`config.mk`:
```
export PLATFORM = sky130hd
export DESIGN_NAME = div_unit
export DESIGN_NICKNAME = d
export VERILOG_FILES = /design/src/hdl/div_pkg.sv /design/src/hdl/div_ctrl.sv /design/src/hdl/div_iter_core.sv /design/src/hdl/div_precheck.sv /design/src/hdl/div_result_fix.sv /design/src/hdl/div_unit.sv
export SDC_FILE = /design/constraint.sdc
export NUM_CORES = 1
export LEC_CHECK = 0
export ABC_CLOCK_PERIOD_IN_PS = 7200
export BUFFER_PORTS_ARGS = -buffer_cell sky130_fd_sc_hd__buf_2
export CORE_ASPECT_RATIO = 0.5
export CORE_UTILIZATION = 49
export DETAILED_ROUTE_END_ITERATION = 16
export GPL_ROUTABILITY_DRIVEN = 0
export PLACE_DENSITY = 0.68
export SETUP_SLACK_MARGIN = 0.02
export SLEW_MARGIN = 10
export SYNTH_ARGS = -nofsm -noshare
export SYNTH_HDL_FRONTEND = slang
export SYNTH_SLANG_ARGS = --single-unit
```
`constraint.sdc`:
```
create_clock -name clk -period 7.2 [get_ports clk]
set_clock_uncertainty 0.15 [all_clocks]
set_input_delay 0.72 -clock clk [delete_from_list [all_inputs] [get_ports clk]]
set_output_delay 0.72 -clock clk [all_outputs]
set_load 0.05 [all_outputs]
```
`src/hdl/div_pkg.sv`:
```
// divide unit shared types
`default_nettype none

package div_pkg;

  // ==========================================================================
  // data widths
  // ==========================================================================
  typedef logic [63:0]  xlen_t;      // operand / result word
  typedef logic [127:0] dword_t;     // {remainder, quotient} shift register
  typedef logic [7:0]   div_op_t;    // one-hot operation code
  typedef logic [6:0]   iter_cnt_t;  // 0..64 remaining steps
  typedef logic [3:0]   credit_t;    // response credits

  // one-hot encodings, msb first
  localparam div_op_t OP_DIV   = 8'b1000_0000;
  localparam div_op_t OP_DIVU  = 8'b0100_0000;
  localparam div_op_t OP_DIVUW = 8'b0010_0000;
  localparam div_op_t OP_DIVW  = 8'b0001_0000;
  localparam div_op_t OP_REM   = 8'b0000_1000;
  localparam div_op_t OP_REMU  = 8'b0000_0100;
  localparam div_op_t OP_REMUW = 8'b0000_0010;
  localparam div_op_t OP_REMW  = 8'b0000_0001;

  // operation class masks
  localparam div_op_t OP_SIGNED_M = OP_DIV | OP_DIVW | OP_REM | OP_REMW;
  localparam div_op_t OP_WORD_M   = OP_DIVUW | OP_DIVW | OP_REMUW | OP_REMW;
  localparam div_op_t OP_REM_M    = OP_REM | OP_REMU | OP_REMUW | OP_REMW;

  // iteration counts
  localparam iter_cnt_t ITER_D = 7'd64;
  localparam iter_cnt_t ITER_W = 7'd32;

  typedef enum logic [1:0] {
    IDLE,
    ITERATE,
    FINISH,
    ISSUE
  } div_state_t;

endpackage

`default_nettype wire

```
`src/hdl/div_ctrl.sv`:
```
// divide control FSM and response credits
`timescale 1ns/10ps
`default_nettype none

module div_ctrl
  import div_pkg::*;
#(
  parameter int unsigned RSP_CREDITS = 2
) (
  input  wire logic clk,
  input  wire logic rst_n,
  input  wire logic req_valid_i,
  input  wire logic exc_i,
  input  wire logic done_i,
  input  wire logic credit_i,
  output logic      load_o,
  output logic      exc_load_o,
  output logic      step_o,
  output logic      capture_o,
  output logic      busy_o,
  output logic      rsp_valid_o
);

  div_state_t state_q;
  div_state_t state_d;
  credit_t    credit_q;
  logic       accept;

  // ==========================================================================
  // state machine
  // ==========================================================================
  assign accept      = (state_q == IDLE) && req_valid_i;
  assign load_o      = accept && !exc_i;
  assign exc_load_o  = accept && exc_i;
  assign step_o      = (state_q == ITERATE);
  assign capture_o   = (state_q == FINISH);
  assign busy_o      = (state_q != IDLE);
  assign rsp_valid_o = (state_q == ISSUE) && (credit_q != '0);

  always_comb begin
    state_d = state_q;
    case (state_q)
      IDLE: begin
        if (req_valid_i) begin
          state_d = exc_i ? ISSUE : ITERATE;   // special cases skip the loop
        end
      end
      ITERATE: begin
        if (done_i) begin
          state_d = FINISH;
        end
      end
      FINISH:  state_d = ISSUE;
      ISSUE: begin
        if (rsp_valid_o) begin
          state_d = IDLE;
        end
      end
      default: state_d = IDLE;
    endcase
  end

  always_ff @(posedge clk) begin
    if (rst_n) begin
      state_q <= IDLE;
    end else begin
      state_q <= state_d;
    end
  end

  // ==========================================================================
  // response credits
  // ==========================================================================
  always_ff @(posedge clk) begin
    if (rst_n) begin
      credit_q <= credit_t'(RSP_CREDITS);
    end else begin
      case ({credit_i, rsp_valid_o})
        2'b10:   credit_q <= credit_q + 1'b1;
        2'b01:   credit_q <= credit_q - 1'b1;
        default: credit_q <= credit_q;   // none, or return and spend together
      endcase
    end
  end

  // core must hold off while busy
  a_no_req_while_busy: assert property (
    @(posedge clk) disable iff (rst_n)
    busy_o |-> !req_valid_i
  );

  // consumer never returns more slots than it has
  a_credit_bound: assert property (
    @(posedge clk) disable iff (rst_n)
    credit_q <= credit_t'(RSP_CREDITS)
  );

endmodule

`default_nettype wire

```
`src/hdl/div_iter_core.sv`:
```
// restoring divide iterator
`timescale 1ns/10ps
`default_nettype none

module div_iter_core
  import div_pkg::*;
(
  input  wire logic  clk,
  input  wire logic  rst_n,
  input  wire logic  load_i,
  input  wire logic  step_i,
  input  wire logic  is_word_i,
  input  wire xlen_t dividend_i,
  input  wire xlen_t divisor_i,
  output xlen_t      quot_o,
  output xlen_t      rem_o,
  output logic       done_o
);

  dword_t      acc_q;      // {partial remainder, dividend / quotient bits}
  xlen_t       divisor_q;
  iter_cnt_t   cnt_q;
  logic [64:0] diff;       // shifted remainder minus divisor, msb is borrow

  // shifted-out bit joins the upper half, so compare on 65 bits
  assign diff = acc_q[127:63] - {1'b0, divisor_q};

  // ==========================================================================
  // shift / subtract datapath
  // ==========================================================================
  always_ff @(posedge clk) begin
    if (load_i) begin
      acc_q     <= {64'b0, dividend_i};
      divisor_q <= divisor_i;
    end else if (step_i) begin
      if (diff[64]) begin
        acc_q <= {acc_q[126:0], 1'b0};              // restore, q bit 0
      end else begin
        acc_q <= {diff[63:0], acc_q[62:0], 1'b1};   // keep difference, q bit 1
      end
    end
  end

  // remaining step count
  always_ff @(posedge clk) begin
    if (rst_n) begin
      cnt_q <= '0;
    end else if (load_i) begin
      cnt_q <= is_word_i ? ITER_W : ITER_D;
    end else if (step_i) begin
      cnt_q <= cnt_q - 1'b1;
    end
  end

  // high on the last step so the FSM leaves ITERATE right after it
  assign done_o = (cnt_q <= iter_cnt_t'(1));
  assign quot_o = acc_q[63:0];
  assign rem_o  = acc_q[127:64];

  // controller must stop stepping once the count is spent
  a_no_step_after_done: assert property (
    @(posedge clk) disable iff (rst_n)
    (cnt_q == '0) |-> !step_i
  );

endmodule

`default_nettype wire

```
`src/hdl/div_precheck.sv`:
```
// divide operand precheck
`timescale 1ns/10ps
`default_nettype none

module div_precheck
  import div_pkg::*;
(
  input  wire div_op_t op_i,
  input  wire xlen_t   a_i,
  input  wire xlen_t   b_i,
  output xlen_t        mag_a_o,
  output xlen_t        mag_b_o,
  output logic         neg_q_o,
  output logic         neg_r_o,
  output logic         is_word_o,
  output logic         exc_o,
  output xlen_t        exc_value_o
);

  logic  is_signed;
  logic  is_word;
  logic  is_rem;
  xlen_t a_sext;
  xlen_t b_sext;
  xlen_t a_ext;
  xlen_t b_ext;
  xlen_t mag_a;
  xlen_t mag_b;
  xlen_t a_arch;                 // dividend as the architecture returns it
  logic  a_neg;
  logic  b_neg;
  logic  b_zero;
  logic  ovf;

  // ==========================================================================
  // operation decode
  // ==========================================================================
  assign is_signed = |(op_i & OP_SIGNED_M);
  assign is_word   = |(op_i & OP_WORD_M);
  assign is_rem    = |(op_i & OP_REM_M);
  assign is_word_o = is_word;

  // word ops only look at the low half
  assign a_sext = {{32{a_i[31]}}, a_i[31:0]};
  assign b_sext = {{32{b_i[31]}}, b_i[31:0]};
  assign a_ext  = is_word ? (is_signed ? a_sext : {32'b0, a_i[31:0]}) : a_i;
  assign b_ext  = is_word ? (is_signed ? b_sext : {32'b0, b_i[31:0]}) : b_i;

  // magnitudes
  assign a_neg = is_signed & a_ext[63];
  assign b_neg = is_signed & b_ext[63];
  assign mag_a = a_neg ? (~a_ext + 64'd1) : a_ext;
  assign mag_b = b_neg ? (~b_ext + 64'd1) : b_ext;

  // word dividend sits in the top half so 32 shifts bring it down
  assign mag_a_o = is_word ? {mag_a[31:0], 32'b0} : mag_a;
  assign mag_b_o = mag_b;    // word divisor magnitude fits in the low 32 bits

  assign neg_q_o = a_neg ^ b_neg;
  assign neg_r_o = a_neg;    // remainder follows the dividend

  // ==========================================================================
  // special cases
  // ==========================================================================
  assign b_zero = is_word ? (b_i[31:0] == 32'b0) : (b_i == 64'b0);

  // most negative by minus one
  assign ovf = is_signed & (is_word ?
                 (a_i[31:0] == 32'h8000_0000) && (&b_i[31:0]) :
                 (a_i == {1'b1, 63'b0}) && (&b_i));

  assign exc_o  = b_zero | ovf;
  assign a_arch = is_word ? a_sext : a_i;

  always_comb begin
    exc_value_o = '0;
    if (b_zero) begin
      exc_value_o = is_rem ? a_arch : '1;
    end else if (ovf) begin
      exc_value_o = is_rem ? '0 : a_arch;
    end
  end

endmodule

`default_nettype wire

```
`src/hdl/div_result_fix.sv`:
```
// divide result fixup
`timescale 1ns/10ps
`default_nettype none

module div_result_fix
  import div_pkg::*;
(
  input  wire logic    clk,
  input  wire logic    rst_n,
  input  wire logic    load_i,
  input  wire logic    exc_load_i,
  input  wire logic    capture_i,
  input  wire div_op_t op_i,
  input  wire logic    neg_q_i,
  input  wire logic    neg_r_i,
  input  wire xlen_t   exc_value_i,
  input  wire xlen_t   quot_i,
  input  wire xlen_t   rem_i,
  output xlen_t        result_o
);

  div_op_t op_q;
  logic    neg_q_q;
  logic    neg_r_q;
  logic    is_rem;
  logic    is_word;
  xlen_t   q_fix;
  xlen_t   r_fix;
  xlen_t   sel;

  // operation context, held for the whole division
  always_ff @(posedge clk) begin
    if (rst_n) begin
      op_q    <= '0;
      neg_q_q <= 1'b0;
      neg_r_q <= 1'b0;
    end else if (load_i) begin
      op_q    <= op_i;
      neg_q_q <= neg_q_i;
      neg_r_q <= neg_r_i;
    end
  end

  assign is_rem  = |(op_q & OP_REM_M);
  assign is_word = |(op_q & OP_WORD_M);

  // sign restore
  assign q_fix = neg_q_q ? (~quot_i + 64'd1) : quot_i;
  assign r_fix = neg_r_q ? (~rem_i + 64'd1) : rem_i;
  assign sel   = is_rem ? r_fix : q_fix;

  // result register, stable until the next load
  always_ff @(posedge clk) begin
    if (exc_load_i) begin
      result_o <= exc_value_i;      // already architectural
    end else if (capture_i) begin
      result_o <= is_word ? {{32{sel[31]}}, sel[31:0]} : sel;
    end
  end

endmodule

`default_nettype wire

```
`src/hdl/div_unit.sv`:
```
// iterative integer divide unit
`timescale 1ns/10ps
`default_nettype none

module div_unit
  import div_pkg::*;
#(
  parameter int unsigned RSP_CREDITS = 2
) (
  input  wire logic    clk,
  input  wire logic    rst_n,
  input  wire logic    req_valid_i,
  input  wire div_op_t req_op_i,
  input  wire xlen_t   req_a_i,
  input  wire xlen_t   req_b_i,
  input  wire logic    credit_i,
  output logic         busy_o,
  output logic         rsp_valid_o,
  output xlen_t        rsp_data_o
);

  xlen_t mag_a;
  xlen_t mag_b;
  xlen_t exc_value;
  xlen_t quot;
  xlen_t rem;
  logic  neg_q;
  logic  neg_r;
  logic  is_word;
  logic  exc;
  logic  load;
  logic  exc_load;
  logic  step;
  logic  capture;
  logic  done;

  div_precheck u_precheck (
    .op_i        (req_op_i),
    .a_i         (req_a_i),
    .b_i         (req_b_i),
    .mag_a_o     (mag_a),
    .mag_b_o     (mag_b),
    .neg_q_o     (neg_q),
    .neg_r_o     (neg_r),
    .is_word_o   (is_word),
    .exc_o       (exc),
    .exc_value_o (exc_value)
  );

  div_iter_core u_iter (
    .clk        (clk),
    .rst_n      (rst_n),
    .load_i     (load),
    .step_i     (step),
    .is_word_i  (is_word),
    .dividend_i (mag_a),
    .divisor_i  (mag_b),
    .quot_o     (quot),
    .rem_o      (rem),
    .done_o     (done)
  );

  div_result_fix u_fix (
    .clk         (clk),
    .rst_n       (rst_n),
    .load_i      (load),
    .exc_load_i  (exc_load),
    .capture_i   (capture),
    .op_i        (req_op_i),
    .neg_q_i     (neg_q),
    .neg_r_i     (neg_r),
    .exc_value_i (exc_value),
    .quot_i      (quot),
    .rem_i       (rem),
    .result_o    (rsp_data_o)
  );

  div_ctrl #(
    .RSP_CREDITS (RSP_CREDITS)
  ) u_ctrl (
    .clk         (clk),
    .rst_n       (rst_n),
    .req_valid_i (req_valid_i),
    .exc_i       (exc),
    .done_i      (done),
    .credit_i    (credit_i),
    .load_o      (load),
    .exc_load_o  (exc_load),
    .step_o      (step),
    .capture_o   (capture),
    .busy_o      (busy_o),
    .rsp_valid_o (rsp_valid_o)
  );

endmodule

`default_nettype wire

```
==> flow_summary_export.csv, run 1 <==
group,metric,value,unit
synthesis,synth.top_cells.by_count,"a21oi_1, nand2_1, nor2_1, o21ai_0, edfxtp_1",
detailed_routing,drc,0,
hold_path,min_path_cells,1,
synthesis,async_reset_ff_frac,0,
grt,grt_pass1_vias,19841,
clock_tree,path_clk_slew,70,ps
placed_design,dpl.cell_count,3563,
timing,fin_crit_sh,0.687,
layout,seq_area,0.00747,mm²
synthesis,synth_ff_type,"edfxtp_1",
synthesis,synth-seq-area-share,0.329,
detailed_routing,via_count,22315,
timing,finalHoldViolCount,0,
synthesis,synthCells,2886,
synthesis,yosysUniqueCellTypes,70,
floorplan,ios,206,
worst_setup_path,path_depth,11,
timing,slew_headroom,0.214,
detailed_routing,drt_iter0_drc,2823,
worst_setup_path,critical_path_class,"in2reg",
layout,finish.utilization,0.556,
pwr,pwr-share-seq,0.294,
pwr,p_sw_frac,0.480,
layout,final_layout_size_suffix_gt1_frac,0.113,
worst_setup_path,end_kind,"flip-flop",
clock_tree,clk_latency,590,ps
timing,hold_slack,223,ps
clock_tree,tritoncts,"yes",
worst_setup_path,crit_buf_inv,2,
layout,fillCellCount,4304,
detailed_routing,antenna_left,0,
worst_setup_path,cpMaxStageDelayCell,"buf_4",
floorplan,die_w,307,µm
timing,tightest_slew,1180,ps
synthesis,ys_warn_count,0,
floorplan,design.core.area,0.0455,mm²
pwr,powerDensity,440,mW/mm²
grt,antenna_found_initial,5,
worst_setup_path,worst-endpoint-required,7390,ps
timing,max_freq,202,MHz
timing,slew_violations,0,
job,drv_cap,0,
synthesis,synthesis.area,0.0227,mm²
synthesis,avgSynthCellArea,7.87,µm²
floorplan,floorplan.rows,55,
timing,setup_viol,0,
worst_setup_path,worstSetupStartpointType,"input port",
worst_setup_path,cp_max_fo,122,
clock_tree,post_cts_resized,0,
timing,rsz0062_at_grt,"no",
floorplan,dieArea,0.0473,mm²
timing,min_period,4940,ps
detailed_routing,first_pass_iters,9,
pwr,p_int,5.79,mW
grt,grt_usage,0.305,
grt,grt_remaining_overflow,0,
pwr,ir_worst_vdd,0.000187,V
synthesis,synth_top_area_share,0.254,
floorplan,start_util,0.500,
timing,setup-tns-final,0,ps
hold_path,hold_class,"in2reg",
pwr,comb_power_share,0.547,
placed_design,port_buffers,204,
outcome,outcome,"finished, final reports clean",
synthesis,yosysTopAreaCell,"edfxtp_1",
pwr,power_leakage,9.53,nW
detailed_routing,viasPerCell,6.16,
detailed_routing,wl_per_cell,20.6,µm
worst_setup_path,r2r_cells,14,
clock_tree,cts_buffers,30,
layout,multi_input_area,0.0143,mm²
worst_setup_path,worst_path_largest_cell_delay,910,ps
clock_tree,cts_setup_buffers,0,
synthesis,synthTopCellsByArea,"edfxtp_1, a21oi_1, dfxtp_1",
layout,layout.cells.non_filler,3623,
synthesis,yosysMostFrequentCell,"a21oi_1",
clock_tree,clock-sinks,277,
synthesis,synth_edf_count,192,
synthesis,syn_nets,3107,
layout,layout.nets,3189,
pwr,clkPwrFrac,0.159,
pwr,p_switching,5.35,mW
clock_tree,h-tree-depth,1,
clock_tree,clockBufferDepth,3,
grt,grt_max_degree,123,
layout,syn2layout_area_growth,11.3,%
synthesis,ys_ff_latch,277,
clock_tree,cts_root_buf,"clkbuf_16",
detailed_routing,drt_wl_total,74.6,mm
worst_setup_path,cpLargestDelayFamily,"simple AND/OR/NAND/NOR gates",
placed_design,dp_hpwl,56.2,mm
floorplan,die_y,154,µm
grt,grt_pass1_wl,114,mm
clock_tree,cts_hold_buf,0,
worst_setup_path,critical_path.cell_chain,"buf_2, or4_1, nor4_1, nor3b_2, and3b_1, nand2_1, o31a_1, nand3_4, buf_4, a21oi_1, a22o_1",
worst_setup_path,worstPathArrival,5130,ps
==> metal layers <==
layer	vias to the layer above	part of all wire	global-route usage
met5	-	0.00046	0
met3	140	0.12	0.0769
met4	4	0.026	0.0764
met2	1108	0.41	0.435
met1	10419	0.45	0.455
li1	10644	-	-
==> cell families (layout without fill, tap and decap cells) <==
logic type	Yosys count	after routing	share of synthesized area
adder cells (fa/ha/maj)	81	81	0.0453
XOR/XNOR	309	309	0.119
AO/OA/AOI/OAI	928	928	0.247
multiplexers	20	20	0.00892
AND/OR/NAND/NOR	980	980	0.203
flip-flops	277	277	0.329
buffers and inverters	291	397	0.0482
other	0	4	0
==> state kept, by name, summed over array words and instances (netlist names) <==
register          count
u_ctrl.state_q        2
u_iter.acc_q        128
u_ctrl.credit_q       4
u_iter.cnt_q          7
u_iter.divisor_q     64
u_fix.neg_r_q         1
u_fix.result_o       64
u_fix.neg_q_q         1
u_fix.op_q            6
==> area by class of cell <==
cell class	count	area share
Tap cell	627	0.0310
Clock inverter	22	0.0127
Sequential cell	277	0.295
Multi-Input combinational cell	2318	0.564
Inverter	109	0.0163
Clock buffer	34	0.0311
Antenna cell	4	0.000396
Timing Repair Buffer	232	0.0492
==> power groups by stage <==
stage	registers [mW]	clock network, mW	logic (mW)
finish	3.27	1.77	6.10
global route	3.33	1.84	6.67
CTS	3.23	1.78	5.97
detailed placement	3.26	0	5.94
global placement	3.24	0	5.85
floorplan	3.31	0	4.23
==> through the flow <==
stage | cell area, µm² | total power, mW | setup WS, ps
after floorplan | 22700 | 7.54 | 2360
after CTS | 25300 | 11.0 | 2290
after global placement | 24200 | 9.09 | 1890
after detailed placement | 24200 | 9.20 | 1820
after global routing | 25300 | 11.8 | 1960
final | 25300 | 11.1 | 2260
==> layout by cell type (no fill, tap or decap), types with 37 or more instances in the layout <==
cell and count:
o21ai_0 219, a211oi_1 66, o31ai_1 76, a21o_1 42
nand4_1 39, xnor2_1 186, nand2_1 310, o211ai_1 43
buf_2 204, nor4_1 37, edfxtp_1 192, or3_1 40
inv_1 107, ha_1 78, nand3_1 38, nor3_1 53
or4_1 41, xor2_1 121, dfxtp_1 84, a21oi_1 358
nor2_1 304
==> final timing paths <==
check	from	end	slack, ps
setup reg to reg	u_iter.acc_q[63]	u_iter.acc_q[99]	2300
setup / recovery	req_a_i[6]	u_iter.acc_q[63]	2260
hold / removal	req_b_i[0]	u_iter.divisor_q[0]	220
hold reg to reg	u_ctrl.credit_q[3]	u_ctrl.credit_q[3]	340
==> worst register-to-register path, stage by stage, from the launching register on <==
cell and delay, ps:
edfxtp_1 460, inv_1 170, ha_1 270, fa_1 380, nand2b_1 200, a211oi_1 350
o21ai_0 240, o21a_1 280, a21o_1 240, a211oi_1 220, nor2_1 220, xnor2_2 910
buf_4 360, mux2i_1 210, a21oi_1 80
Power figures use the tool's default switching activity.
==> run 2, diff against run 1 <==
--- a/config.mk
+++ b/config.mk
@@ -5,13 +5,13 @@
 export SDC_FILE = /design/constraint.sdc
 export NUM_CORES = 1
 export LEC_CHECK = 0
-export ABC_CLOCK_PERIOD_IN_PS = 7200
+export ABC_CLOCK_PERIOD_IN_PS = 4000
 export BUFFER_PORTS_ARGS = -buffer_cell sky130_fd_sc_hd__buf_2
 export CORE_ASPECT_RATIO = 0.5
 export CORE_UTILIZATION = 49
 export DETAILED_ROUTE_END_ITERATION = 16
 export GPL_ROUTABILITY_DRIVEN = 0
-export PLACE_DENSITY = 0.68
+export PLACE_DENSITY = 0.7
 export SETUP_SLACK_MARGIN = 0.02
 export SLEW_MARGIN = 10
 export SYNTH_ARGS = -nofsm -noshare
==> constraint.sdc (replaced) <==
create_clock -name clk -period 4 [get_ports clk]
set_clock_uncertainty 0.15 [all_clocks]
set_input_delay 0.4 -clock clk [delete_from_list [all_inputs] [get_ports clk]]
set_output_delay 0.4 -clock clk [all_outputs]
set_load 0.05 [all_outputs]
==> flow_summary_export.csv, run 2 (synthesis gave the netlist of run 1 again) <==
group,metric,value,unit
clock_tree,clock-sinks,277,
grt,grt_usage,0.314,
detailed_routing,wl_per_cell,20.3,µm
pwr,ir_worst_vdd,0.000458,V
pwr,power_leakage,10.4,nW
worst_setup_path,path_common_cell,"or3_4",
timing,max_freq,249,MHz
layout,regMostFlops,"u_iter.acc_q",
grt,grt_pass1_wl,117,mm
layout,layout.nets,3341,
grt,grt_pass1_vias,20888,
layout,syn2layout_area_growth,18.4,%
timing,fin_crit_sh,1.01,
worst_setup_path,worstSetupStartpointType,"flip-flop",
detailed_routing,via_count,22960,
clock_tree,cts_buffers,29,
worst_setup_path,critical_path_class,"reg2reg",
clock_tree,path_clk_slew,70,ps
timing,slew_headroom,0.522,
layout,reg.largest.list,"u_iter.acc_q: 128 flops, u_fix.result_o: 64 flops, u_iter.divisor_q: 64 flops",
timing,rsz0062_at_grt,"yes",
worst_setup_path,worst_path_largest_cell_delay,490,ps
detailed_routing,drt_wl_total,76.4,mm
pwr,powerDensity,786,mW/mm²
grt,grt_max_degree,112,
worst_setup_path,worstReg2RegStart,"u_iter.acc_q[36]",
grt,grt_remaining_overflow,0,
worst_setup_path,cpLargestDelayFamily,"simple AND/OR/NAND/NOR gates",
worst_setup_path,regToRegSetupSlack,-20,ps
timing,setup-tns-final,-23.4,ps
timing,finalHoldViolCount,0,
clock_tree,h-tree-depth,1,
layout,largest_reg_flops,128,
layout,final_common_cell,"a21oi_1",
grt,antenna_found_initial,1,
floorplan,die_w,307,µm
timing,slew_violations,0,
timing,hold_slack,22.0,ps
floorplan,die_y,154,µm
placed_design,dp_hpwl,58.8,mm
worst_setup_path,crit_buf_inv,0,
clock_tree,clockBufferDepth,3,
floorplan,dieArea,0.0473,mm²
worst_setup_path,r2r_cells,11,
clock_tree,tritoncts,"yes",
outcome,violations,"negative setup slack",
worst_setup_path,worst-endpoint-required,4190,ps
hold_path,worstHoldStart,"req_b_i[20]",
worst_setup_path,critical_path.cell_chain,"or3_4, or2_4, or3_4, or4_4, or2_4, or3_4, or3_4, o31ai_4, xor2_1, o221ai_1, o21a_1",
detailed_routing,first_pass_iters,6,
clock_tree,clk_latency,590,ps
clock_tree,cts_root_buf,"clkbuf_16",
timing,setup_ws,-23.4,ps
job,drv_cap,0,
hold_path,hold_class,"in2reg",
detailed_routing,antenna_left,0,
timing,min_period,4020,ps
floorplan,ios,206,
detailed_routing,drt_iter0_drc,3234,
layout,mostFrequentLayoutCells,"a21oi_1, nand2_1, nor2_1",
detailed_routing,drc,0,
worst_setup_path,cp_max_fo,4,
worst_setup_path,cpMaxStageDelayCell,"or4_4",
worst_setup_path,worstPathArrival,4220,ps
floorplan,start_util,0.500,
timing,setup_viol,1,
hold_path,min_path_cells,2,
worst_setup_path,end_kind,"flip-flop",
layout,final_layout_size_suffix_gt1_frac,0.164,
timing,tightest_slew,717,ps
outcome,outcome,"finished with violations",
hold_path,min_to,"u_iter.divisor_q[20]",
floorplan,design.core.area,0.0455,mm²
pwr,power,21.1,mW
worst_setup_path,r2r_end,"u_fix.result_o[59]",
floorplan,floorplan.rows,55,
detailed_routing,viasPerCell,6.09,
placed_design,port_buffers,204,
==> run 2: cell types whose count changed in the layout (fill, tap and decap cells not counted), sizes merged, moves of 3 or more <==
cell         delta
dlygate4sd3     +8
clkbuf          +4
buf           +145
diode           -3
clkinv          -5
==> run 2: how the worst max path moves through the flow <==
stage                startpoint            endpoint  slack, ps  depth (start not counted)
2_1_floorplan       req_a_i[46]     u_iter.acc_q[0]        -40                         11
3_3_place_gp    u_iter.acc_q[0]  u_fix.result_o[62]       -150                         14
3_5_place_dp    u_iter.acc_q[1]  u_fix.result_o[62]       -130                         14
4_1_cts        u_iter.acc_q[36]  u_fix.result_o[59]         10                         11
5_1_grt        u_iter.acc_q[36]  u_fix.result_o[63]        -90                         11
6_report       u_iter.acc_q[36]  u_fix.result_o[59]        -20                         11
==> run 2: worst reg2reg max path, cell delays in order, from the launching register on <==
cell and delay, ps:
edfxtp_1 380, or3_4 400, or2_4 250, or3_4 330
or4_4 500, or2_4 250, or3_4 370, or3_4 400
o31ai_4 220, xor2_1 250, o221ai_1 160, o21a_1 120
==> run 2: cell type report <==
class / count / area, µm²
diodes: 1 / 2.50
clock buffers: 38 / 821
clock inverters: 16 / 269
fillers: 4132 / 18600
inverters: 109 / 415
multi-input cells: 2318 / 14500
flip-flops and latches: 277 / 7470
well taps: 627 / 785
repair buffers: 385 / 2670
==> run 2: metal layers <==
layer  up-vias  GRT usage  share of wire  wire (µm)
met5         -          0              0          0
met1     10644      0.456           0.44      33300
met2      1235      0.466           0.42      32000
met3       144     0.0756           0.12       9200
met4         0     0.0748          0.026       2000
li1      10937          -              -          -
==> run 2: metrics by stage <==
stage,utilization,instances,setup slack [ps],instance area [µm²]
after CTS,0.588,3766,9.73,26700
after detailed placement,0.561,3704,-131,25500
after floorplan,-,2886,-37.3,22800
after global routing,0.591,3770,-92.5,26900
after global placement,0.561,3704,-153,25500
final,0.591,3771,-23.4,26900
==> run 2: power by group <==
part | switching (mW) | total [mW] | internal (mW)
Clock | 1.25 | 3.14 | 1.90
Combinational | 7.66 | 12.4 | 4.70
Sequential | 1.06 | 5.64 | 4.59
Total | 9.96 | 21.1 | 11.2
==> run 2: timing repair <==
item                       4_1_cts  5_1_grt
buffers inserted                 0        4
gates resized for setup          7       31
hold endpoints to repair         8        0
hold buffers                     8        0
pin swaps                        1       15
setup endpoints to repair        7       98
